File: config.mk
export PLATFORM = sky130hd
export DESIGN_NAME = mem_wb_reg
export DESIGN_NICKNAME = d
export VERILOG_FILES = /design/src/hw/mem_stage_config.svh /design/src/hw/mem_stage_pkg.sv /design/src/hw/mem_wb_reg.sv
export SDC_FILE = /design/constraint.sdc
export NUM_CORES = 1
export LEC_CHECK = 0
export BUFFER_PORTS_ARGS = -buffer_cell sky130_fd_sc_hd__buf_4
export CAP_MARGIN = 5
export CELL_PAD_IN_SITES_DETAIL_PLACEMENT = 0
export CELL_PAD_IN_SITES_GLOBAL_PLACEMENT = 1
export CORE_MARGIN = 2
export CORE_UTILIZATION = 30
export CTS_CLUSTER_DIAMETER = 150
export DETAILED_ROUTE_END_ITERATION = 6
export PLACE_DENSITY_LB_ADDON = 0.2
export REMOVE_ABC_BUFFERS = 1
export SYNTH_ARGS = -nofsm -noshare
export SYNTH_HDL_FRONTEND = slang
export SYNTH_SLANG_ARGS = --single-unit
File: constraint.sdc
create_clock -name clk_i -period 1.6 [get_ports clk_i]
set_clock_uncertainty 0.15 [all_clocks]
set_input_delay 0.16 -clock clk_i [delete_from_list [all_inputs] [get_ports clk_i]]
set_output_delay 0.16 -clock clk_i [all_outputs]
set_load 0.05 [all_outputs]
File: src/hw/mem_stage_config.svh
`ifndef MEM_STAGE_CONFIG_SVH
`define MEM_STAGE_CONFIG_SVH

`default_nettype none

// data memory depth in doublewords, index from addr[10:3]
`define DMEM_WORDS 256

// cycles from sampled request to ready pulse
`define DMEM_LATENCY 3

`define MEM_RESET_ADDR 32'h0000_0000  // addr driven when no access

`default_nettype wire

`endif

File: src/hw/mem_stage_pkg.sv
`default_nettype none

package mem_stage_pkg;

  typedef logic [63:0] xlen_t;      // rv64 data word or address
  typedef logic [31:0] maddr_t;     // dmem byte address
  typedef logic [4:0]  reg_idx_t;   // rd index
  typedef logic [7:0]  byte_mask_t; // one bit per byte lane
  typedef logic [3:0]  mem_size_t;  // one-hot {8,4,2,1} bytes, zero = no access

  // memory opcode carried down from decode
  typedef enum logic [3:0] {
    MEMOP_NONE = 4'd0,  // alu op or bubble
    LB         = 4'd1,
    LBU        = 4'd2,
    LH         = 4'd3,
    LHU        = 4'd4,
    LW         = 4'd5,
    LWU        = 4'd6,
    LD         = 4'd7,
    SB         = 4'd8,
    SH         = 4'd9,
    SW         = 4'd10,
    SD         = 4'd11
  } mem_op_e;

endpackage

`default_nettype wire

File: src/hw/mem_wb_reg.sv
`timescale 1ns/100ps
`default_nettype none

module mem_wb_reg (
  input  wire logic                    clk_i,
  input  wire logic                    arst_n_i,
  input  wire logic                    hold_i,
  input  wire logic                    stall_i,
  input  wire logic                    done_i,     // ready pulse from the stage
  input  wire logic                    ex_valid_i,
  input  wire mem_stage_pkg::xlen_t    ex_pc_i,
  input  wire mem_stage_pkg::reg_idx_t ex_rd_i,
  input  wire mem_stage_pkg::xlen_t    mem_data_i,
  output logic                         buff_valid_o,
  output mem_stage_pkg::xlen_t         buff_data_o,
  output logic                         wb_valid_o,
  output mem_stage_pkg::xlen_t         wb_pc_o,
  output mem_stage_pkg::reg_idx_t      wb_rd_o,
  output mem_stage_pkg::xlen_t         wb_data_o
);

  logic advance;

  assign advance = ~stall_i & ~hold_i;

  always_ff @(posedge clk_i or negedge arst_n_i) begin
    if (!arst_n_i) begin
      wb_valid_o   <= 1'b0;
      buff_valid_o <= 1'b0;
    end else begin
      if (advance)
        wb_valid_o <= ex_valid_i;
      else if (!hold_i)
        wb_valid_o <= 1'b0;                       // stalled, insert bubble
      // access buffer, keeps a finished access while held
      if (advance)
        buff_valid_o <= 1'b0;
      else if (done_i && hold_i)
        buff_valid_o <= 1'b1;
    end
  end

  always_ff @(posedge clk_i) begin
    if (advance) begin
      wb_pc_o   <= ex_pc_i;
      wb_rd_o   <= ex_rd_i;
      wb_data_o <= mem_data_i;
    end
    if (done_i && hold_i) buff_data_o <= mem_data_i;
  end

endmodule

`default_nettype wire

==> out/results.tsv <==
stage	metric	value	unit
status	status	completed	
floorplanning	initial_core_util	30.7	%
drt	vias_per_cell	4.09	
setup_path	required	1.76	ns
floorplanning	die-area	21100	µm²
setup_path	critPathMaxFanout	2	
synthesis	ys_ff_latch	199	
sta	drv_slew	0	
sta	finalHoldViolCount	0	
clock_network	cts_tree	built	
grt	grt_pass1_vias	4529	
clock_network	clock_latency	0.42	ns
setup_path	worstSetupStartpointType	flip-flop	
placed_design	port_buffers	337	
run	cap_violations	0	
power	power_density	1190	nW/µm²
cells_and_area	final_nets	847	
placed_design	dp_cells	815	
cells_and_area	ff_latch_area	5970	µm²
cells_and_area	diodes	0	
sta	fmax	684	MHz
cells_and_area	multiInputGateArea	40.0	µm²
sta	max_slew_margin	71.1	%
synthesis	avgSynthCellArea	29.3	µm²
grt	grt_usage	15.8	%
sta	rsz0062_at_grt	false	
setup_path	crit_type	reg -> reg	
placed_design	dpl.hpwl	11500	µm
synthesis	yosys-top-cells-area	edfxtp_1, dfrtp_1, a22o_1	
clock_network	cts.htree.levels	4	
drt	route.detailed.drc	0	
synthesis	yosysUniqueCellTypes	7	
sta	tightestPinTransition	0.433	ns
drt	first_pass_iters	4	
clock_network	root_buffer	clkbuf_16	
sta	finalSetupViolations	0	
clock_network	path_clk_slew	0.07	ns
synthesis	netlist_area	6000	µm²
synthesis	synth_seq_area_share	99.4	%
floorplanning	coreArea	19500	µm²
sta	hold_ws	0.127	ns
setup_path	cp_data_arrival_time	1.62	ns
drt	drt_iter0_markers	206	
floorplanning	num_rows	51	
clock_network	cts_setup_buffers	0	
clock_network	cts-resized-gates	0	
drt	wl	16900	µm
floorplanning	die_x	145	µm
power	vdd_drop_max	0.000729	V
placed_design	gp_congestion	0.759	
cells_and_area	syn_to_final_growth	83.5	%
clock_network	clock-sinks	199	
synthesis	yosys.area.top_type	edfxtp_1	
drt	ant_nets	0	
cells_and_area	stdcell_count	986	
floorplanning	io_pins	338	
cells_and_area	drive_gt1_share	52.4	%
cells_and_area	fillCellCount	1555	
synthesis	ys_warn_count	0	
setup_path	critPathCaptureType	flip-flop	
drt	dr_total_vias	4035	
sta	period_needed	1.46	ns
synthesis	synth_top_area_share	98.6	%
grt	overflow	0	
grt	grt_pass1_wl	25300	µm
floorplanning	die_h	145	µm
power	p_leak	4.45	nW
drt	post_drt_wl_per_cell	17.1	µm
synthesis	synthCells	205	
clock_network	max-clock-path-buffers	2	
sta	period_share	91.4	%
grt	grt_max_degree	39	
clock_network	numCtsBuffers	17	
grt	antenna_found_initial	1	
worst_hold_path	hold_path_class	in -> reg	
-- per-stage QoR --
stage	TNS, ns	power, mW	worst slack, ns	utilization [%]	area [µm²]
after floorplan	-353.22	7.63	-2.64	-	6000
after global placement	0	8.52	0.186	46.1	9000
after detailed placement	0	8.54	0.155	46.1	9000
after CTS	0	13.3	0.176	56.4	11000
after global routing	0	13.6	0.0755	56.4	11000
final	0	13.2	0.138	56.4	11000
-- layout by cell type, fill, tap and decap left out, types with 2 or more instances in the layout --
| cell type | synthesis | routed |
|---|---|---|
| buf_12 | 0 | 6 |
| buf_4 | 0 | 339 |
| bufinv_16 | 0 | 3 |
| clkbuf_16 | 0 | 17 |
| clkinv_4 | 0 | 2 |
| clkinvlp_4 | 0 | 2 |
| dfrtp_1 | 2 | 2 |
| dlygate4sd3_1 | 0 | 139 |
| edfxtp_1 | 197 | 197 |
| inv_6 | 0 | 3 |
| inv_8 | 0 | 3 |
| nor2_1 | 2 | 2 |
-- flip-flops by register name (all words and copies together) (netlist names) --
name          flops
wb_valid_o        1
wb_rd_o           5
buff_data_o      64
wb_pc_o          64
buff_valid_o      1
wb_data_o        64
-- what timing repair did --
action / CTS / global route
endpoints found under the setup margin: 0 / 0
hold buffers: 139 / 0
endpoints found under the hold margin: 201 / 0
-- worst max-delay path: stages, from the launching register on --
cell and delay [ns]:
dfrtp_1 0.41, a22o_1 0.23, dlygate4sd3_1 0.56
-- logic make-up (layout without fill, tap and decap cells) --
kind of cell    count (synthesis)  after routing  synth area share, %
flops                         199            199                 99.4
simple gates                    4              4                0.355
compound gates                  2              2                0.229
buf+inv                         0            516                    0
-- power by group --
group,switching (mW),leakage [nW],internal [mW],total (mW)
registers,0.104,1.87,6.12,6.22
logic,1.60,2.28,0.882,2.48
clock network,1.94,0.298,2.51,4.45
total,3.64,4.45,9.51,13.2
-- path summary, 6_finish.rpt --
| path | depth (start not counted) | slack (ns) | start | endpoint |
|---|---|---|---|---|
| max | 2 | 0.14 | wb_valid_o | wb_valid_o |
| min | 3 | 0.13 | stall_i | wb_data_o[29] |
| max reg2reg | 2 | 0.14 | wb_valid_o | wb_valid_o |
| min reg2reg | 2 | 0.96 | wb_valid_o | wb_valid_o |
| max in group asynchronous | 3 | 0.71 | arst_n_i | buff_valid_o |
| min in group asynchronous | 3 | 0.46 | arst_n_i | wb_valid_o |
-- cells in the mapped netlist --
master and n:
a21oi_1 1, a22o_1 1, and2_2 1, dfrtp_1 2
edfxtp_1 197, nor2_1 2, nor2_2 1
-- routing by layer --
layer | vias to the layer above | part of all wire (%) | track usage, % | wire, µm
met3 | 25 | 10 | 7.65 | 1710
met2 | 225 | 52 | 27.3 | 8720
met5 | - | 0.077 | 0 | 13
li1 | 1841 | - | - | -
met1 | 1942 | 36 | 17.0 | 6040
met4 | 2 | 2.4 | 5.59 | 400
-- final cells by class --
| cell class | instances | share of cell area [%] |
|---|---|---|
| well taps | 265 | 3.01 |
| repair buffers | 484 | 36.8 |
| clock buffers | 17 | 3.86 |
| multi-input cells | 6 | 0.364 |
| clock inverters | 15 | 1.74 |
| flip-flops and latches | 199 | 54.2 |
(Power assumes the default switching activity.)
