`src/hw/mem_stage_config.svh`:
```
`ifndef MEM_STAGE_CONFIG_SVH
`define MEM_STAGE_CONFIG_SVH

`default_nettype none

// data memory depth in doublewords, index from addr[10:3]
`define DMEM_WORDS 256

// cycles from sampled request to ready pulse
`define DMEM_LATENCY 3

`define MEM_RESET_ADDR 32'h0000_0000  // addr driven when no access

`default_nettype wire

`endif

```
`src/hw/mem_stage_pkg.sv`:
```
`default_nettype none

package mem_stage_pkg;

  typedef logic [63:0] xlen_t;      // rv64 data word or address
  typedef logic [31:0] maddr_t;     // dmem byte address
  typedef logic [4:0]  reg_idx_t;   // rd index
  typedef logic [7:0]  byte_mask_t; // one bit per byte lane
  typedef logic [3:0]  mem_size_t;  // one-hot {8,4,2,1} bytes, zero = no access

  // memory opcode carried down from decode
  typedef enum logic [3:0] {
    MEMOP_NONE = 4'd0,  // alu op or bubble
    LB         = 4'd1,
    LBU        = 4'd2,
    LH         = 4'd3,
    LHU        = 4'd4,
    LW         = 4'd5,
    LWU        = 4'd6,
    LD         = 4'd7,
    SB         = 4'd8,
    SH         = 4'd9,
    SW         = 4'd10,
    SD         = 4'd11
  } mem_op_e;

endpackage

`default_nettype wire

```
`src/hw/ex_mem_reg.sv`:
```
`timescale 1ns/100ps
`default_nettype none

module ex_mem_reg (
  input  wire logic                    clk_i,
  input  wire logic                    arst_n_i,
  input  wire logic                    advance_i,   // no stall, no hold
  input  wire logic                    in_valid_i,
  input  wire mem_stage_pkg::xlen_t    in_pc_i,
  input  wire mem_stage_pkg::mem_op_e  in_op_i,
  input  wire mem_stage_pkg::xlen_t    in_addr_i,   // alu result
  input  wire mem_stage_pkg::xlen_t    in_wdata_i,  // rs2
  input  wire mem_stage_pkg::reg_idx_t in_rd_i,
  output logic                         ex_valid_o,
  output mem_stage_pkg::xlen_t         ex_pc_o,
  output mem_stage_pkg::mem_op_e       ex_op_o,
  output mem_stage_pkg::xlen_t         ex_addr_o,
  output mem_stage_pkg::xlen_t         ex_wdata_o,
  output mem_stage_pkg::reg_idx_t      ex_rd_o
);

  // control half, comes out of reset as a bubble
  always_ff @(posedge clk_i or negedge arst_n_i) begin
    if (!arst_n_i) begin
      ex_valid_o <= 1'b0;
      ex_op_o    <= mem_stage_pkg::MEMOP_NONE;
    end else if (advance_i) begin
      ex_valid_o <= in_valid_i;
      ex_op_o    <= in_valid_i ? in_op_i : mem_stage_pkg::MEMOP_NONE; // bubble never accesses
    end
  end

  // payload, loaded on advance only
  always_ff @(posedge clk_i) begin
    if (advance_i) begin
      ex_pc_o    <= in_pc_i;
      ex_addr_o  <= in_addr_i;
      ex_wdata_o <= in_wdata_i;
      ex_rd_o    <= in_rd_i;
    end
  end

endmodule

`default_nettype wire

```
`config.mk`:
```
export PLATFORM = sky130hd
export DESIGN_NAME = ex_mem_reg
export DESIGN_NICKNAME = d
export VERILOG_FILES = /design/src/hw/mem_stage_config.svh /design/src/hw/mem_stage_pkg.sv /design/src/hw/ex_mem_reg.sv
export SDC_FILE = /design/constraint.sdc
export NUM_CORES = 1
export LEC_CHECK = 0
export BUFFER_PORTS_ARGS = -buffer_cell sky130_fd_sc_hd__buf_2
export CAP_MARGIN = 10
export CORE_AREA = 2 2 157 159
export CTS_CLUSTER_SIZE = 12
export DETAILED_ROUTE_END_ITERATION = 12
export DIE_AREA = 0 0 159 161
export GPL_ROUTABILITY_DRIVEN = 0
export PLACE_DENSITY = 0.53
export SLEW_MARGIN = 40
export SYNTH_ARGS = -nofsm -noshare
export SYNTH_HDL_FRONTEND = slang
export SYNTH_SLANG_ARGS = --single-unit
```
`constraint.sdc`:
```
create_clock -name clk_i -period 2.3 [get_ports clk_i]
set_clock_uncertainty 0.2 [all_clocks]
set_input_delay 0.23 -clock clk_i [delete_from_list [all_inputs] [get_ports clk_i]]
set_output_delay 0.23 -clock clk_i [all_outputs]
set_load 0.1 [all_outputs]
```
==> results of run 1 <==
[synth_stat cells]
master and n:
edfxtp_1 197, nand3_1 4, buf_6 1, dfrtp_1 5
o21ai_0 4, inv_1 4, mux2_4 1
[logic make-up after synthesis]
group	Yosys count	synth area share
buffers and inverters	5	0.00429
multiplexers	1	0.00245
AO/OA/AOI/OAI	4	0.00327
AND/OR/NAND/NOR	4	0.00327
flip-flops	202	0.987
[through the flow]
step           setup slack [ns]  utilization
2_1_floorplan             0.842            -
3_3_place_gp              0.840        0.361
3_5_place_dp              0.818        0.361
==> reports/metrics.yaml, run 1 <==
io_pins: 407
synthTopCellsByArea: "edfxtp_1, dfrtp_1, nand3_1"
port_buffers: 406
cts_hold_buf: 199
synth.net_count: 421
hpwl_um: 12400
die_y_um: 161
place_inst: 951
dieWidth_um: 159
num_rows: 57
synthDistinctLibCells: 7
synth_top_area_share: 0.966
lastStage: "4_1_cts"
post-cts-setup-buffer-count: 0
yosys.area.top_type: "edfxtp_1"
cts_made_buffers: 23
start_util: 0.255
placed_area_mm2: 0.00864
ys_warn_count: 0
synth_cells: 216
ys_ff_latch: 202
yosysSeqAreaShare: 0.987
clk_path_buf_depth: 3
clock-sinks: 202
outcome: "aborted with a tool error"
syn_area_mm2: 0.00612
cts_resized: 0
avgSynthCellArea_um2: 28.3
cts-root-buf: "clkbuf_16"
cts_htree_levels: 1
stop_error: "[ERROR RSZ-0060] Max buffer count reached."
==> run 2: changes to the inputs <==
--- a/config.mk
+++ b/config.mk
@@ -7,12 +7,11 @@
 export LEC_CHECK = 0
 export BUFFER_PORTS_ARGS = -buffer_cell sky130_fd_sc_hd__buf_2
 export CAP_MARGIN = 10
-export CORE_AREA = 2 2 157 159
-export CTS_CLUSTER_SIZE = 12
+export CORE_AREA = 2 2 178 180
 export DETAILED_ROUTE_END_ITERATION = 12
-export DIE_AREA = 0 0 159 161
+export DIE_AREA = 0 0 180 182
 export GPL_ROUTABILITY_DRIVEN = 0
-export PLACE_DENSITY = 0.53
+export PLACE_DENSITY_LB_ADDON = 0.15
 export SLEW_MARGIN = 40
 export SYNTH_ARGS = -nofsm -noshare
 export SYNTH_HDL_FRONTEND = slang
==> reports/metrics.yaml, run 2 <==
p_leak_uw: 0.00488
r2r_end: "ex_valid_o"
hold_path_end: "ex_addr_o[55]"
final_common_cell: "buf_2"
io_pins: 407  # unchanged
first_pass_iters: 4
viasPerCell: 3.64
yosysSeqAreaShare: 0.987  # unchanged
die_area_mm2: 0.0328
wirelength_um: 18900
synthTopCellsByArea: "edfxtp_1, dfrtp_1, nand3_1"
ys_ff_latch: 202  # unchanged
clkSlewWorstSetupHoldPaths_ns: 0.06
yosys.area.top_type: "edfxtp_1"
rsz0062_at_grt: "false"
finalSetupViolCount: 0
hold_path_class: "input port to flop"
num_vias: 4651
post-cts-setup-buffer-count: 0  # unchanged
cts-root-buf: "clkbuf_16"
slew_violations: 0
synth_ff_type: "edfxtp_1"
r2r_slack_ns: 1.33
min_period_ns: 1.76
outcome: "finished clean"
ir_drop_v: 0.000553
utilization: 0.372
layout_common_cells: "buf_2, dlygate4sd3_1, edfxtp_1"
clock-sinks: 202  # unchanged
dieWidth_um: 180  # +13%
worst_setup_path_end_kind: "output pin"
crit_buf_inv: 1
critPathTopFamily: "buffers and inverters"
whs_path_depth: 1
final_area_mm2: 0.0115
arrival_ns: 1.33
crit_slowest_cell: "buf_2"
required_ns: 1.87
hpwl_um: 13200  # +6.3%
drive_gt1_frac: 0.503
r2r_start: "ex_valid_o"
criticalPathCategory: "flop to output pin"
grt_overflow_total: 0
clk_path_buf_depth: 3  # unchanged
crit_fanout: 2
min_from: "advance_i"
hold_ws_ns: 0.0812
cp_cell_sequence: "buf_2"
die_y_um: 182  # +13%
fin_total_pwr_uw: 10800
cts_resized: 0  # unchanged
drtIter0Drc: 152
synth_top_area_share: 0.966  # unchanged
port_buffers: 406  # unchanged
tightest_slew_ns: 0.528
area.growth.synth_to_final_pct: 88.5
hold_viol_final: 0
fin_setup_tns_ns: 0
cts_tree: "yes"
slew_headroom: 0.650
worstRegToRegCells: 1
diodes: 0
powerDensity_mw_per_mm2: 939
synth_common_cells: "edfxtp_1, dfrtp_1, inv_1, nand3_1, o21ai_0"
synth_edf_count: 197  # unchanged
synthArstFlopShare: 0.0248  # unchanged
synth.most_common_cell: "edfxtp_1"
synthDistinctLibCells: 7  # unchanged
core_mm2: 0.0310
synth_cells: 216  # unchanged
clk_latency_ns: 0.51
detail_route.wl_per_cell_um: 14.8
num_rows: 65  # +14%
start_kind: "flop"
drc: 0
fin_crit_sh: 0.765
grt.total_usage: 0.110
drtAntennaViolNets: 0
reg.largest.list: "ex_addr_o (64), ex_pc_o (64), ex_wdata_o (64)"
placed_area_mm2: 0.00874  # +1.2%
syn_area_mm2: 0.00612  # unchanged
start_util: 0.198  # -0.0579
nNetsFinal: 1067
antenna_found_initial: 0
ys_warn_count: 0  # unchanged
synth.net_count: 421  # unchanged
grt_pass1_vias: 5328
avgSynthCellArea_um2: 28.3  # unchanged
cts_htree_levels: 1  # unchanged
fmax_mhz: 569
drv_cap: 0
grt_pass1_wl_um: 28400
slowest_delay_ns: 0.45
cts_made_buffers: 24  # +4.3%
grt_max_degree: 60
[run 2: cell counts after synthesis]
Identical to the previous run, type by type.
[run 2: how the worst max path moves through the flow]
stage,from,endpoint,cells after the start
finish,ex_op_o[0],ex_op_o[0],1
global route,ex_op_o[0],ex_op_o[0],1
CTS,ex_op_o[3],ex_op_o[3],1
detailed placement,advance_i,ex_addr_o[18],2
global placement,advance_i,ex_addr_o[60],2
floorplan,ex_valid_o,ex_valid_o,1
[run 2: cell type report]
cell class | count | area [um2]
Clock buffer | 31 | 648
Clock inverter | 10 | 65.1
Fill cell | 2945 | 19400
Inverter | 4 | 15.0
Multi-Input combinational cell | 9 | 55.1
Sequential cell | 202 | 6040
Tap cell | 402 | 503
Timing Repair Buffer | 621 | 4210
[run 2: through the flow]
| stage | std cells | worst slack [ns] |
|---|---|---|
| 2_1_floorplan | 216 | 0.842 |
| 3_3_place_gp | 1030 | 0.768 |
| 3_5_place_dp | 1030 | 0.725 |
| 4_1_cts | 1279 | 0.532 |
| 5_1_grt | 1279 | 0.494 |
| 6_report | 1279 | 0.541 |
[run 2: per-layer routing]
| layer | part of all wire | track usage |
|---|---|---|
| met1 | 0.36 | 0.115 |
| met2 | 0.51 | 0.199 |
| met3 | 0.10 | 0.0429 |
| met4 | 0.027 | 0.0403 |
| met5 | 0 | 0 |
[run 2: cell families after synthesis]
group / Yosys count / synth area share
flip-flops: 202 / 0.987
buffers and inverters: 5 / 0.00429
AND/OR/NAND/NOR: 4 / 0.00327
multiplexers: 1 / 0.00245
AO/OA/AOI/OAI: 4 / 0.00327
[run 2: timing repair]
action                     CTS  global route
setup endpoints to repair    0             0
hold endpoints to repair   207             0
hold buffers               208             0
[run 2: power breakdown]
group / total [uW] / leakage, uW / internal [uW] / switching (uW)
Combinational: 2940 / 0.00254 / 551 / 2390
Clock: 3460 / 0.000346 / 2070 / 1390
Sequential: 4440 / 0.00199 / 4370 / 74.8
Note: power is estimated with default switching activity, not from simulation.
==> run 3: changes to the inputs <==
==> constraint.sdc (replaced) <==
create_clock -name clk_i -period 1.41 [get_ports clk_i]
set_clock_uncertainty 0.2 [all_clocks]
set_input_delay 0.141 -clock clk_i [delete_from_list [all_inputs] [get_ports clk_i]]
set_output_delay 0.141 -clock clk_i [all_outputs]
set_load 0.1 [all_outputs]
==> reports/metrics.yaml, run 3 (synthesis results as in run 2) <==
cts-root-buf: "clkbuf_16"
slew_headroom: 0.817  # +0.166
dieWidth_um: 180  # unchanged
reg.largest.list: "ex_addr_o (64), ex_pc_o (64), ex_wdata_o (64)"
top_layer_used: "met4"
clock-sinks: 202  # unchanged
grt_pass1_wl_um: 30200  # +6.4%
tightest_slew_ns: 0.275  # -0.253 ns
clkPwrFrac: 0.294  # -0.025
slowest_delay_ns: 0.45  # about the same
switching_share: 0.350  # -0.00553
p_leak_uw: 0.00565  # +16%
criticalPathCategory: "flop to output pin"
finalSetupViolCount: 196  # +196
grt_max_degree: 50  # -17%
worst_slack_ns: -0.0897  # -0.631 ns
wl_met1_um: 7010  # +4.0%
final_common_cell: "dlygate4sd3_1"
hold_ws_ns: -0.120  # -0.202 ns
required_ns: 1.07  # -0.80 ns
cts_hold_buf: 208  # unchanged
crit_slowest_cell: "edfxtp_1"
fin_crit_sh: 1.06
die_y_um: 182  # unchanged
wl_met2_um: 10800  # +11%
hold_path_class: "input port to flop"
clk_latency_ns: 0.50  # about the same
wl_met3_um: 1840  # -5.4%
powerDensity_mw_per_mm2: 1370  # +46%
internal-power_uw: 12200  # +75%
crit_buf_inv: 1  # unchanged
start_util: 0.198  # unchanged
ir_drop_v: 0.00107  # +93%
drtAntennaViolNets: 0  # unchanged
grt_overflow_total: 0  # unchanged
outcome: "finished with violations"
num_rows: 65  # unchanged
crit_fanout: 1  # -1
drtIter0Drc: 235  # +55%
grt.total_usage: 0.119  # +0.00897
arrival_ns: 1.16  # -0.17 ns
start_kind: "flop"
clkSlewWorstSetupHoldPaths_ns: 0.06  # about the same
clk_path_buf_depth: 3  # unchanged
drv_cap: 0  # unchanged
antenna_found_initial: 0  # unchanged
nNetsFinal: 1072  # +0.47%
port_buffers: 406  # unchanged
hpwl_um: 13800  # +4.6%
wirelength_um: 20200  # +6.9%
hold_viol_final: 10  # +10
area.growth.synth_to_final_pct: 123
worst_setup_path_end_kind: "output pin"
dp_slack_ns: 0.116  # -0.609 ns
grt_pass1_vias: 5275  # -0.99%
cp_cell_sequence: "buf_12"
cts_htree_levels: 1  # unchanged
first_pass_iters: 6  # +2
viasPerCell: 3.63  # -0.23%
cts_made_buffers: 23  # -4.2%
switching_power_uw: 6560  # +71%
num_vias: 4662  # +0.24%
core_mm2: 0.0310  # unchanged
slew_violations: 0  # unchanged
cts_tree: "yes"
violations: "negative hold slack, negative setup slack"
rsz0062_at_grt: "true"
critPathTopFamily: "flip-flops"
p_comb_frac: 0.309  # +0.038
layout_common_cells: "dlygate4sd3_1, buf_2, edfxtp_1"
min_period_ns: 1.50
die_area_mm2: 0.0328  # unchanged
drive_gt1_frac: 0.512  # +0.00904
drc: 0  # unchanged
power_frac_seq: 0.397  # -0.013
fmax_mhz: 667
io_pins: 407  # unchanged
detail_route.wl_per_cell_um: 15.8  # +6.4%
diodes: 0  # unchanged
## run 3: changes by cell type in the layout (fill, tap and decap cells not counted), moves of 3 or more
cell,delta
buf_2,-203
buf_6,+102
buf_12,+96
clkinv_1,-3
buf_8,+3
clkinv_2,+3
buf_4,+8
## run 3: power by group through the flow
| stage | Sequential (uW) | Combinational [uW] | Clock (uW) |
|---|---|---|---|
| final | 7460 | 5790 | 5520 |
| after global routing | 7500 | 5920 | 5990 |
| after CTS | 7460 | 5800 | 5710 |
| after detailed placement | 7520 | 5050 | 0 |
| after global placement | 7510 | 5040 | 0 |
| after floorplan | 10800 | 18.2 | 0 |
## run 3: worst paths after layout
| path | startpoint | to | slack (ns) | cells past startpoint |
|---|---|---|---|---|
| max | ex_addr_o[0] | ex_addr_o[0] | -0.09 | 1 |
| min | advance_i | ex_pc_o[29] | -0.12 | 1 |
| max reg2reg | ex_op_o[3] | ex_op_o[3] | 0.31 | 4 |
| min reg2reg | ex_valid_o | ex_valid_o | 0.36 | 1 |
| max in group asynchronous | arst_n_i | ex_valid_o | 0.44 | 3 |
| min in group asynchronous | arst_n_i | ex_op_o[3] | 0.35 | 3 |
## run 3: metal layers
layer	up-vias	track usage
li1	2173	-
met1	2199	0.124
met2	258	0.224
met3	32	0.0413
met4	0	0.0361
met5	-	0
## run 3: layout make-up
class | instances | area, um2
Clock inverter | 12 | 92.6
Sequential cell | 202 | 6040
Fill cell | 2704 | 17300
Clock buffer | 29 | 598
Multi-Input combinational cell | 9 | 55.1
Inverter | 4 | 15.0
Timing Repair Buffer | 627 | 6370
Tap cell | 402 | 503
## run 3: timing repair
item,4_1_cts,5_1_grt
setup buffers,2,1
pin swaps,0,0
setup endpoints to repair,202,203
hold endpoints to repair,216,10
resized for setup,210,4
gates cloned,0,0
## run 3: per-stage QoR
step	total power (uW)	utilization	TNS, ns	instances	area, um2
after floorplan	10800	-	0	216	6120
after global placement	12500	0.330	0	1034	10200
after detailed placement	12600	0.330	0	1034	10200
after CTS	19000	0.441	-12.18	1285	13700
after global routing	19400	0.442	-15.80	1285	13700
final	18800	0.442	-5.68	1285	13700
==> run 4: changes to the inputs <==
--- a/config.mk
+++ b/config.mk
@@ -7,11 +7,12 @@
 export LEC_CHECK = 0
 export BUFFER_PORTS_ARGS = -buffer_cell sky130_fd_sc_hd__buf_2
 export CAP_MARGIN = 10
-export CORE_AREA = 2 2 178 180
+export CORE_AREA = 2 2 157 159
 export DETAILED_ROUTE_END_ITERATION = 12
-export DIE_AREA = 0 0 180 182
+export DIE_AREA = 0 0 159 161
 export GPL_ROUTABILITY_DRIVEN = 0
 export PLACE_DENSITY_LB_ADDON = 0.15
+export SKIP_CTS_REPAIR_TIMING = 1
 export SLEW_MARGIN = 40
 export SYNTH_ARGS = -nofsm -noshare
 export SYNTH_HDL_FRONTEND = slang
==> reports/metrics.yaml, run 4 <==
outcome: "aborted with a tool error"
lastStage: "5_1_grt"
stop_error: "[ERROR RSZ-0060] Max buffer count reached."
yosys.area.top_type: "edfxtp_1"
clk_path_buf_depth: 3  # unchanged
synth.most_common_cell: "edfxtp_1"
syn_area_mm2: 0.00612  # unchanged
cts_made_buffers: 23  # unchanged
yosysSeqAreaShare: 0.987  # unchanged
worstEpCategory: "top-level output"
place_inst: 953  # -7.8%
port_buffers: 406  # unchanged
synthDistinctLibCells: 7  # unchanged
ys_warn_count: 0  # unchanged
synth_cells: 216  # unchanged
placed_area_mm2: 0.00974  # -4.8%
grt_max_degree: 49
timing.grt.repair.worst_endpoint: "ex_wdata_o[51]"
ys_ff_latch: 202  # unchanged
synth_edf_count: 197  # unchanged
cts-root-buf: "clkbuf_16"
clock-sinks: 202  # unchanged
synth.net_count: 421  # unchanged
die_y_um: 161  # -12%
synth_ff_type: "edfxtp_1"
synth_common_cells: "edfxtp_1, dfrtp_1, inv_1, nand3_1, o21ai_0"
synthArstFlopShare: 0.0248  # unchanged
synth_top_area_share: 0.966  # unchanged
cts_htree_levels: 1  # unchanged
dieWidth_um: 159  # -12%
io_pins: 407  # unchanged
num_rows: 57  # -12%
hpwl_um: 12600  # -8.6%
synthTopCellsByArea: "edfxtp_1, dfrtp_1, nand3_1"
start_util: 0.255  # +0.0579
avgSynthCellArea_um2: 28.3  # unchanged
run 4: metrics by stage:
step | worst slack (ns) | utilization | setup TNS, ns
after floorplan | 0.0139 | - | 0
after global placement | 0.148 | 0.406 | 0
after detailed placement | 0.128 | 0.406 | 0
after CTS | -0.227 | 0.435 | -29.98
run 4: cell families after synthesis:
kind of cell	after synthesis	share of synthesized area
muxes	1	0.00245
AOI/OAI and AO/OA	4	0.00327
and+or+nand+nor	4	0.00327
buffers and inverters	5	0.00429
DFF	202	0.987
