[src/hw/mem_stage_config.svh]
`ifndef MEM_STAGE_CONFIG_SVH
`define MEM_STAGE_CONFIG_SVH

`default_nettype none

// data memory depth in doublewords, index from addr[10:3]
`define DMEM_WORDS 256

// cycles from sampled request to ready pulse
`define DMEM_LATENCY 3

`define MEM_RESET_ADDR 32'h0000_0000  // addr driven when no access

`default_nettype wire

`endif

[src/hw/mem_stage_pkg.sv]
`default_nettype none

package mem_stage_pkg;

  typedef logic [63:0] xlen_t;      // rv64 data word or address
  typedef logic [31:0] maddr_t;     // dmem byte address
  typedef logic [4:0]  reg_idx_t;   // rd index
  typedef logic [7:0]  byte_mask_t; // one bit per byte lane
  typedef logic [3:0]  mem_size_t;  // one-hot {8,4,2,1} bytes, zero = no access

  // memory opcode carried down from decode
  typedef enum logic [3:0] {
    MEMOP_NONE = 4'd0,  // alu op or bubble
    LB         = 4'd1,
    LBU        = 4'd2,
    LH         = 4'd3,
    LHU        = 4'd4,
    LW         = 4'd5,
    LWU        = 4'd6,
    LD         = 4'd7,
    SB         = 4'd8,
    SH         = 4'd9,
    SW         = 4'd10,
    SD         = 4'd11
  } mem_op_e;

endpackage

`default_nettype wire

[src/hw/dmem_if.sv]
`timescale 1ns/100ps
`default_nettype none

// memory stage <-> data memory, level request and one-cycle ready
interface dmem_if;

  logic                      req_valid; // held while access wanted
  mem_stage_pkg::maddr_t     addr;
  logic                      write;     // 1 store, 0 load
  mem_stage_pkg::byte_mask_t mask;      // lane aligned
  mem_stage_pkg::mem_size_t  size;
  mem_stage_pkg::xlen_t      wdata;     // lane aligned
  logic                      ready;     // single pulse
  mem_stage_pkg::xlen_t      rdata;     // whole doubleword

  modport master (
    output req_valid, addr, write, mask, size, wdata,
    input  ready, rdata
  );

  modport slave (
    input  req_valid, addr, write, mask, size, wdata,
    output ready, rdata
  );

endinterface

`default_nettype wire

[src/hw/mem_access.sv]
`timescale 1ns/100ps
`include "mem_stage_config.svh"
`default_nettype none

module mem_access (
  input  wire mem_stage_pkg::mem_op_e ex_op_i,
  input  wire mem_stage_pkg::xlen_t   ex_addr_i,    // alu result = address
  input  wire mem_stage_pkg::xlen_t   ex_wdata_i,   // rs2 store data
  input  wire logic                   buff_valid_i, // access already done, held in buffer
  input  wire mem_stage_pkg::xlen_t   buff_data_i,
  dmem_if.master                      dmem,
  output mem_stage_pkg::xlen_t        mem_data_o,   // result toward wb
  output logic                        stall_o,
  output logic                        done_o
);

  logic is_none, is_b, is_h, is_w, is_d;
  logic is_signed, is_load, is_store;
  logic req;
  logic [2:0] lane;                       // low address bits
  mem_stage_pkg::maddr_t     addr;
  mem_stage_pkg::byte_mask_t mask_base;   // unshifted mask
  mem_stage_pkg::xlen_t      wdata_base;  // store data cut to width
  mem_stage_pkg::xlen_t      rdata_lane;  // returned word moved down to lane 0
  mem_stage_pkg::xlen_t      load_ext;

  // opcode decode
  assign is_none = (ex_op_i == mem_stage_pkg::MEMOP_NONE);
  assign is_b = (ex_op_i == mem_stage_pkg::LB) | (ex_op_i == mem_stage_pkg::LBU)
              | (ex_op_i == mem_stage_pkg::SB);
  assign is_h = (ex_op_i == mem_stage_pkg::LH) | (ex_op_i == mem_stage_pkg::LHU)
              | (ex_op_i == mem_stage_pkg::SH);
  assign is_w = (ex_op_i == mem_stage_pkg::LW) | (ex_op_i == mem_stage_pkg::LWU)
              | (ex_op_i == mem_stage_pkg::SW);
  assign is_d = (ex_op_i == mem_stage_pkg::LD) | (ex_op_i == mem_stage_pkg::SD);

  assign is_signed = (ex_op_i == mem_stage_pkg::LB) | (ex_op_i == mem_stage_pkg::LH)
                   | (ex_op_i == mem_stage_pkg::LW) | (ex_op_i == mem_stage_pkg::LD);
  assign is_load = is_signed | (ex_op_i == mem_stage_pkg::LBU)
                 | (ex_op_i == mem_stage_pkg::LHU) | (ex_op_i == mem_stage_pkg::LWU);
  assign is_store = (ex_op_i == mem_stage_pkg::SB) | (ex_op_i == mem_stage_pkg::SH)
                  | (ex_op_i == mem_stage_pkg::SW) | (ex_op_i == mem_stage_pkg::SD);

  assign addr = is_none ? `MEM_RESET_ADDR : ex_addr_i[31:0];
  assign lane = addr[2:0];

  // width masks, parallel and-or select
  assign mask_base = ({8{is_b}} & 8'b0000_0001)
                   | ({8{is_h}} & 8'b0000_0011)
                   | ({8{is_w}} & 8'b0000_1111)
                   | ({8{is_d}} & 8'b1111_1111);

  assign wdata_base = ({64{is_b}} & {56'b0, ex_wdata_i[7:0]})
                    | ({64{is_h}} & {48'b0, ex_wdata_i[15:0]})
                    | ({64{is_w}} & {32'b0, ex_wdata_i[31:0]})
                    | ({64{is_d}} & ex_wdata_i);

  assign rdata_lane = dmem.rdata >> {lane, 3'b000};

  // sign bit only kept for the signed loads
  assign load_ext = ({64{is_b}} & {{56{is_signed & rdata_lane[7]}}, rdata_lane[7:0]})
                  | ({64{is_h}} & {{48{is_signed & rdata_lane[15]}}, rdata_lane[15:0]})
                  | ({64{is_w}} & {{32{is_signed & rdata_lane[31]}}, rdata_lane[31:0]})
                  | ({64{is_d}} & rdata_lane);

  // no request in the ready cycle or once buffered, so one access per instr
  assign req = (is_load | is_store) & ~dmem.ready & ~buff_valid_i;

  assign dmem.req_valid = req;
  assign dmem.addr      = addr;
  assign dmem.write     = is_store & req;
  assign dmem.mask      = mask_base << lane;              // lane aligned
  assign dmem.size      = {is_d, is_w, is_h, is_b};       // zero for alu ops
  assign dmem.wdata     = wdata_base << {lane, 3'b000};

  always_comb begin
    if (buff_valid_i)
      mem_data_o = buff_data_i;                           // result from earlier ready
    else if (is_load)
      mem_data_o = dmem.ready ? load_ext : '0;
    else if (is_none)
      mem_data_o = ex_addr_i;                             // pass alu value
    else
      mem_data_o = '0;                                    // stores write nothing back
  end

  assign stall_o = req;
  assign done_o  = dmem.ready;

endmodule

`default_nettype wire

[src/flat_wrapper.sv]
// flat-port wrapper written by rule: the top's interface ports become plain ports
module mem_access_flat 
  (ex_op_i, ex_addr_i, ex_wdata_i, buff_valid_i, buff_data_i, mem_data_o, stall_o, done_o, dmem_req_valid, dmem_addr, dmem_write, dmem_mask, dmem_size, dmem_wdata, dmem_ready, dmem_rdata);
  dmem_if dmem_i ();
  input  wire mem_stage_pkg::mem_op_e ex_op_i;
  input  wire mem_stage_pkg::xlen_t ex_addr_i;
  input  wire mem_stage_pkg::xlen_t ex_wdata_i;
  input  wire logic buff_valid_i;
  input  wire mem_stage_pkg::xlen_t buff_data_i;
  output mem_stage_pkg::xlen_t mem_data_o;
  output logic stall_o;
  output logic done_o;
  output wire logic [$bits(dmem_i.req_valid)-1:0] dmem_req_valid;
  output wire logic [$bits(dmem_i.addr)-1:0] dmem_addr;
  output wire logic [$bits(dmem_i.write)-1:0] dmem_write;
  output wire logic [$bits(dmem_i.mask)-1:0] dmem_mask;
  output wire logic [$bits(dmem_i.size)-1:0] dmem_size;
  output wire logic [$bits(dmem_i.wdata)-1:0] dmem_wdata;
  input wire logic [$bits(dmem_i.ready)-1:0] dmem_ready;
  input wire logic [$bits(dmem_i.rdata)-1:0] dmem_rdata;
  assign dmem_req_valid = dmem_i.req_valid;
  assign dmem_addr = dmem_i.addr;
  assign dmem_write = dmem_i.write;
  assign dmem_mask = dmem_i.mask;
  assign dmem_size = dmem_i.size;
  assign dmem_wdata = dmem_i.wdata;
  assign dmem_i.ready = dmem_ready;
  assign dmem_i.rdata = dmem_rdata;
  mem_access u_core (.ex_op_i(ex_op_i), .ex_addr_i(ex_addr_i), .ex_wdata_i(ex_wdata_i), .buff_valid_i(buff_valid_i), .buff_data_i(buff_data_i), .dmem(dmem_i), .mem_data_o(mem_data_o), .stall_o(stall_o), .done_o(done_o));
endmodule
[config.mk]
export PLATFORM = sky130hd
export DESIGN_NAME = mem_access_flat
export DESIGN_NICKNAME = d
export VERILOG_FILES = /design/src/hw/mem_stage_pkg.sv /design/src/hw/dmem_if.sv /design/src/hw/mem_access.sv /design/src/flat_wrapper.sv
export VERILOG_INCLUDE_DIRS = /design/src /design/src/hw
export SDC_FILE = /design/constraint.sdc
export NUM_CORES = 1
export LEC_CHECK = 0
export ABC_AREA = 1
export BUFFER_PORTS_ARGS = -buffer_cell sky130_fd_sc_hd__buf_2
export CAP_MARGIN = 5
export CORE_AREA = 5 5 169 171
export DETAILED_ROUTE_END_ITERATION = 6
export DIE_AREA = 0 0 174 176
export SYNTH_ARGS = -nofsm -noshare
export SYNTH_HDL_FRONTEND = slang
export SYNTH_SLANG_ARGS = --single-unit
[constraint.sdc]
create_clock -name vclk -period 2.1
set_input_delay 0.21 -clock vclk [all_inputs]
set_output_delay 0.21 -clock vclk [all_outputs]
set_load 0.05 [all_outputs]
==> results.py, run 1 <==
metrics = {
    "drt": {
        "vias": 11741,
        "route.antenna.remaining_nets": 0,
        "post_drt_wl_per_cell_um": 20.2,
        "mean_number_of_vias_per_cell": 5.19,
        "drc_errors": 0,
        "finalWirelength_um": 45700,
        "drtPass1Iterations": 5,
        "number_of_violations_reported_at_the_end_of_detailed_routing_iteration_0": 980,
    },
    "global_route": {
        "globalRouteMet3Util_pct": 3.94,
        "met2_track_demand_over_resource_pct": 46.1,
        "global_route.overflow_total": 0,
        "grt_max_degree": 69,
        "antenna_found_initial": 7,
        "grt_busiest_layer": "met2",
        "globalRouteMet1Util_pct": 33.6,
        "grt_pass1_vias": 10600,
        "globalRouteTotalUtil_pct": 25.8,
        "global_route_wire_length_before_repair_um": 63400,
    },
    "critical_path": {
        "crit_path_max_fanout": 8,
        "critical-path-top-cell-by-count": "nand2_2",
        "crit_arrival_ns": 2.08,
        "critPathMaxStageDelay_ns": 0.40,
        "timing.critical_path.slowest_stage_cell": "o211ai_1",
        "start_kind": "input port",
        "endpoint_kind": "output pin",
        "setup.worst_path.class": "input port to output pin",
        "worst_ep_required_time_ns": 1.89,
        "crit_chain": "buf_8, nor2_4, nand2_4, nand2_8, buf_12, inv_8, nand2_2, nand2_2, buf_4, o211ai_1, nand2_1, nand2_2, a21oi_4, buf_6",
    },
    "placement": {
        "post_dp_cell_area_um2": 10400,
        "hpwl_um": 34900,
        "io_buffer_count": 438,
        "place.gp.congestion": 0.990,
    },
    "power": {
        "irDropWorstVdd_v": 0.000162,
        "power.sequential.fraction_pct": 0,
        "p_per_area_nw_per_um2": 311,
        "total_switching_power_mw": 2.54,
        "leakage_power_of_the_design_nw": 6.79,
        "switch_share_pct": 61.6,
        "power.combinational.fraction_pct": 100.0,
        "power_frac_clock_pct": 0,
        "internal-power_mw": 1.59,
    },
    "status": {
        "run_status": "complete, but fails checks",
        "failed_checks": "negative setup slack",
    },
    "floorplan": {
        "fp.coreArea_um2": 26700,
        "die_w_um": 174,
        "floorplan.initialDensity_pct": 22.7,
        "io_count": 438,
        "design.die.area_um2": 30600,
        "die_height_um": 176,
        "floorplan.rows": 60,
    },
    "sta": {
        "final_max_slew_viol_count": 0,
        "timing.final.setup_violations": 100,
        "finalCriticalPeriod_ns": 2.29,
        "grt_setup_unrepaired": "true",
        "fin_worst_hold_slack_ns": 0.757,
        "final_min_period_over_clock_period_pct": 109,
        "max_freq_ghz": 0.437,
        "max_slew_margin_pct": 68.9,
        "worst_pin_slew_ns": 0.464,
        "fin_ws_ns": -0.187,
        "report.final.hold_viol_count": 0,
    },
    "layout": {
        "final_nets": 2182,
        "nFlopsAndLatches": 0,
        "area_growth_syn_to_layout_pct": 119,
        "final_layout_size_suffix_gt1_share_pct": 53.4,
        "finish.instance_area_um2": 13300,
        "clock_buffers": 0,
        "seq_area_um2": 0,
    },
    "synth": {
        "yosys.cell_count.top_type": "nand2_1",
        "synth_sequential_area_ratio_pct": 0,
        "post_synth_inst_count": 1345,
        "synthDominantAreaCellType": "nand2_1",
        "synth.top_cells.by_area": "nand2_1 (27%), inv_1 (11%), nor2_1 (11%), o21ai_0 (8.6%), nand3_1 (8.2%)",
        "synth.distinct_cells": 36,
        "synth_fp_nets": 1607,
        "synth.cell_area_um2": 6070,
        "yosys_warnings": 0,
        "synth.avg_cell_area_um2": 4.51,
        "synth_top_area_share_pct": 26.7,
        "synth.top_cells.by_count": "nand2_1 (432), inv_1 (173), nor2_1 (171), o21ai_0 (104), nand3_1 (99)",
    },
    "clock_tree": {
        "ctsHoldBuffers": 0,
    },
    "job": {
        "cap_violations": 0,
    },
    "worst_hold_path": {
        "hold_path_class": "input port to output pin",
    },
}
## per-layer routing
layer  part of all wire, %  wire length, um
met1                    40            18300
met2                    49            22300
met3                   8.0             3640
met4                   3.0             1370
met5                  0.11               52
## timing repair
action / CTS / global route
resized for setup: 361 / 294
buffers inserted: 17 / 24
endpoints found under the setup margin: 134 / 157
pin swaps: 52 / 68
cloned: 4 / 11
## cell type report
class              count  area [um^2]
well taps            341          427
multi-input cells   1053         6470
repair inverters       1         8.76
fillers             2726        13500
diodes                 4         10.0
repair buffers       682         5630
inverters            182          726
## kinds of logic after synthesis
group / after synthesis / share of synthesized area [%]
buf+inv: 292 / 20.5
compound gates: 283 / 26.6
simple gates: 770 / 52.9
## through the flow
stage	power, mW	setup slack [ns]	setup TNS (ns)	util, %	instances
floorplan	2.01	-0.0982	-2.07	-	1345
global placement	3.24	-0.351	-21.11	39.1	2206
detailed placement	3.25	-0.336	-24.45	39.1	2206
CTS	3.70	-0.153	-5.24	44.3	2227
global route	4.33	-0.253	-16.40	49.6	2263
finish	4.13	-0.187	-8.11	49.6	2263
## power by group through the flow
stage | registers, mW | clock network, mW | logic [mW]
finish | 0 | 0.000000255 | 4.13
global route | 0 | 0.000000255 | 4.33
CTS | 0 | 0 | 3.70
detailed placement | 0 | 0 | 3.25
global placement | 0 | 0 | 3.24
floorplan | 0 | 0 | 2.01
## critical path, delay by kind of cell
family / cells / cell delay (ns)
compound gates: 2 / 0.45
buf+inv: 5 / 0.61
simple gates: 7 / 0.79
## worst paths after layout
check	cells past startpoint	end	slack, ns	start
min	2	done_o	0.76	dmem_ready
max	14	mem_data_o[22]	-0.19	ex_op_i[3]
## layout by cell type (no fill, tap or decap), drive strengths merged
master and n:
nor2 177, o211ai 30, o31ai 1, nand4 41
diode 4, a31oi 16, a21o 1, clkinv 1
or2 8, o22ai 8, nand3b 2, inv 180
clkbuf 11, a21oi 75, a32oi 3, nand3 102
o21a 1, o21bai 5, nand2 437, and2 1
clkinvlp 2, o21ai 129, o2111ai 1, buf 671
nor3 2, o221ai 13
Power figures use the tool's default switching activity.
==> run 2, diff against run 1 <==
BUFFER_PORTS_ARGS = -buffer_cell sky130_fd_sc_hd__buf_4   (was -buffer_cell sky130_fd_sc_hd__buf_2)
CORE_AREA = 2 2 171 173   (was 5 5 169 171)
DIE_AREA = 0 0 173 175   (was 0 0 174 176)
PLACE_DENSITY_LB_ADDON = 0.25   (was not set)
==> run 2 against run 1 <==
- hold slack lost 0.043 ns
- critical path type unchanged
- the flow still finishes with violations (negative setup slack)
- critical endpoint is now mem_data_o[45]
- clock-buffer cell count is the same
- largest cell class unchanged
- non-clock buffer count shrank 9
==> results.py, run 2 (synthesized netlist as in run 1, its figures left out) <==
metrics = {
    "sta": {
        "worst_pin_slew_ns": 0.503,
        "final_max_slew_viol_count": 0,
        "finalCriticalPeriod_ns": 2.29,
        "final_min_period_over_clock_period_pct": 109,
        "fin_worst_hold_slack_ns": 0.714,
        "final.setup.tns_ns": -11.99,
        "report.final.hold_viol_count": 0,
        "timing.final.setup_violations": 125,
        "grt_setup_unrepaired": "true",
        "max_freq_ghz": 0.436,
        "fin_ws_ns": -0.192,
        "max_slew_margin_pct": 66.4,
    },
    "layout": {
        "multi_input_combinational_cell_area_um2": 6660,
        "final_util_pct": 50.3,
        "final_cell_mix": "buf_4 (461), nand2_1 (356), inv_1 (159)",
        "clock_buffers": 0,
        "final_layout_size_suffix_gt1_share_pct": 53.5,
        "final_nets": 2173,
        "layout_commonest_cell": "buf_4",
        "final.fill_count": 2930,
        "seq_area_um2": 0,
        "finish.instance_area_um2": 14300,
        "area_growth_syn_to_layout_pct": 136,
        "nFlopsAndLatches": 0,
    },
    "critical_path": {
        "setup.worst_path.class": "input port to output pin",
        "endpoint_kind": "output pin",
        "crit_path_max_fanout": 8,
        "start_kind": "input port",
        "worst_ep_required_time_ns": 1.89,
        "crit_arrival_ns": 2.08,
    },
    "floorplan": {
        "die_w_um": 173,
        "io_count": 438,
        "design.die.area_um2": 30300,
        "fp.coreArea_um2": 28400,
        "die_height_um": 175,
        "floorplan.rows": 62,
        "floorplan.initialDensity_pct": 21.4,
    },
    "drt": {
        "finalWirelength_um": 44700,
        "drc_errors": 0,
        "post_drt_wl_per_cell_um": 19.5,
        "mean_number_of_vias_per_cell": 5.00,
        "route.antenna.remaining_nets": 0,
        "vias": 11491,
        "number_of_violations_reported_at_the_end_of_detailed_routing_iteration_0": 994,
        "drtPass1Iterations": 6,
    },
    "power": {
        "irDropWorstVdd_v": 0.000147,
        "p_per_area_nw_per_um2": 302,
        "leakage_power_of_the_design_nw": 7.10,
        "totalPowerFinal_mw": 4.32,
    },
    "global_route": {
        "grt_pass1_vias": 10679,
        "globalRouteTotalUtil_pct": 26.6,
        "global_route.overflow_total": 0,
        "global_route_wire_length_before_repair_um": 63500,
        "antenna_found_initial": 3,
        "grt_max_degree": 60,
    },
    "status": {
        "failed_checks": "negative setup slack",
        "run_status": "complete, but fails checks",
    },
    "placement": {
        "post_dp_cell_area_um2": 11300,
        "hpwl_um": 34000,
        "io_buffer_count": 438,
        "place.gp.congestion": 0.927,
    },
    "job": {
        "cap_violations": 0,
    },
    "worst_hold_path": {
        "hold_path_class": "input port to output pin",
    },
}
-- run 2: cell types whose count changed in the layout (fill, tap and decap cells not counted), sizes merged --
cell / previous run / this run
buf: 671 / 664
bufbuf: 0 / 1
clkbuf: 11 / 8
clkinvlp: 2 / 1
diode: 4 / 3
nand2: 437 / 438
-- run 2: critical path: stages --
cell and delay [ns]:
buf_8 0.10, nor2_4 0.16, nand2_8 0.14, nand2_8 0.16, buf_4 0.14, nand3_1 0.12
nand2_4 0.08, nand4_1 0.10, buf_6 0.16, clkbuf_16 0.16, nand4_1 0.12, nand2_1 0.08
a21oi_2 0.16, buf_6 0.17
-- run 2: worst paths after layout --
| path | from | to | slack [ns] | depth (start not counted) |
|---|---|---|---|---|
| worst min-delay path | dmem_ready | done_o | 0.71 | 2 |
| worst max-delay path | ex_op_i[2] | mem_data_o[45] | -0.19 | 14 |
-- run 2: cell type report --
cell class / instances / area share (%)
timing repair buffer: 673 / 44.9
multi-input combinational: 1054 / 46.6
inverter: 182 / 5.10
antenna: 3 / 0.0525
tap: 384 / 3.36
-- run 2: through the flow --
step	cells	setup WS (ns)
5_1_grt	2296	-0.291
6_report	2296	-0.192
4_1_cts	2248	-0.128
3_5_place_dp	2221	-0.279
3_3_place_gp	2221	-0.275
2_1_floorplan	1345	-0.0982
-- run 2: per-layer routing --
layer	GRT usage, %	part of all wire, %	vias up
li1	-	-	5492
met1	36.5	42	5350
met2	44.7	48	570
met3	3.61	7.7	79
met4	4.73	2.3	0
met5	0	0	-
-- run 2: repair_timing --
item | 4_1_cts | 5_1_grt
buffers inserted | 16 | 39
gates resized for setup | 311 | 264
gates cloned | 11 | 9
endpoints found under the setup margin | 133 | 137
hold buffers | 0 | 0
pin swaps | 63 | 112
-- run 2: where the power goes --
part | leakage [nW] | internal (mW) | switching (mW)
Combinational | 7.10 | 1.75 | 2.57
Sequential | 0 | 0 | 0
Clock | 0.0000190 | 0.000000192 | 0
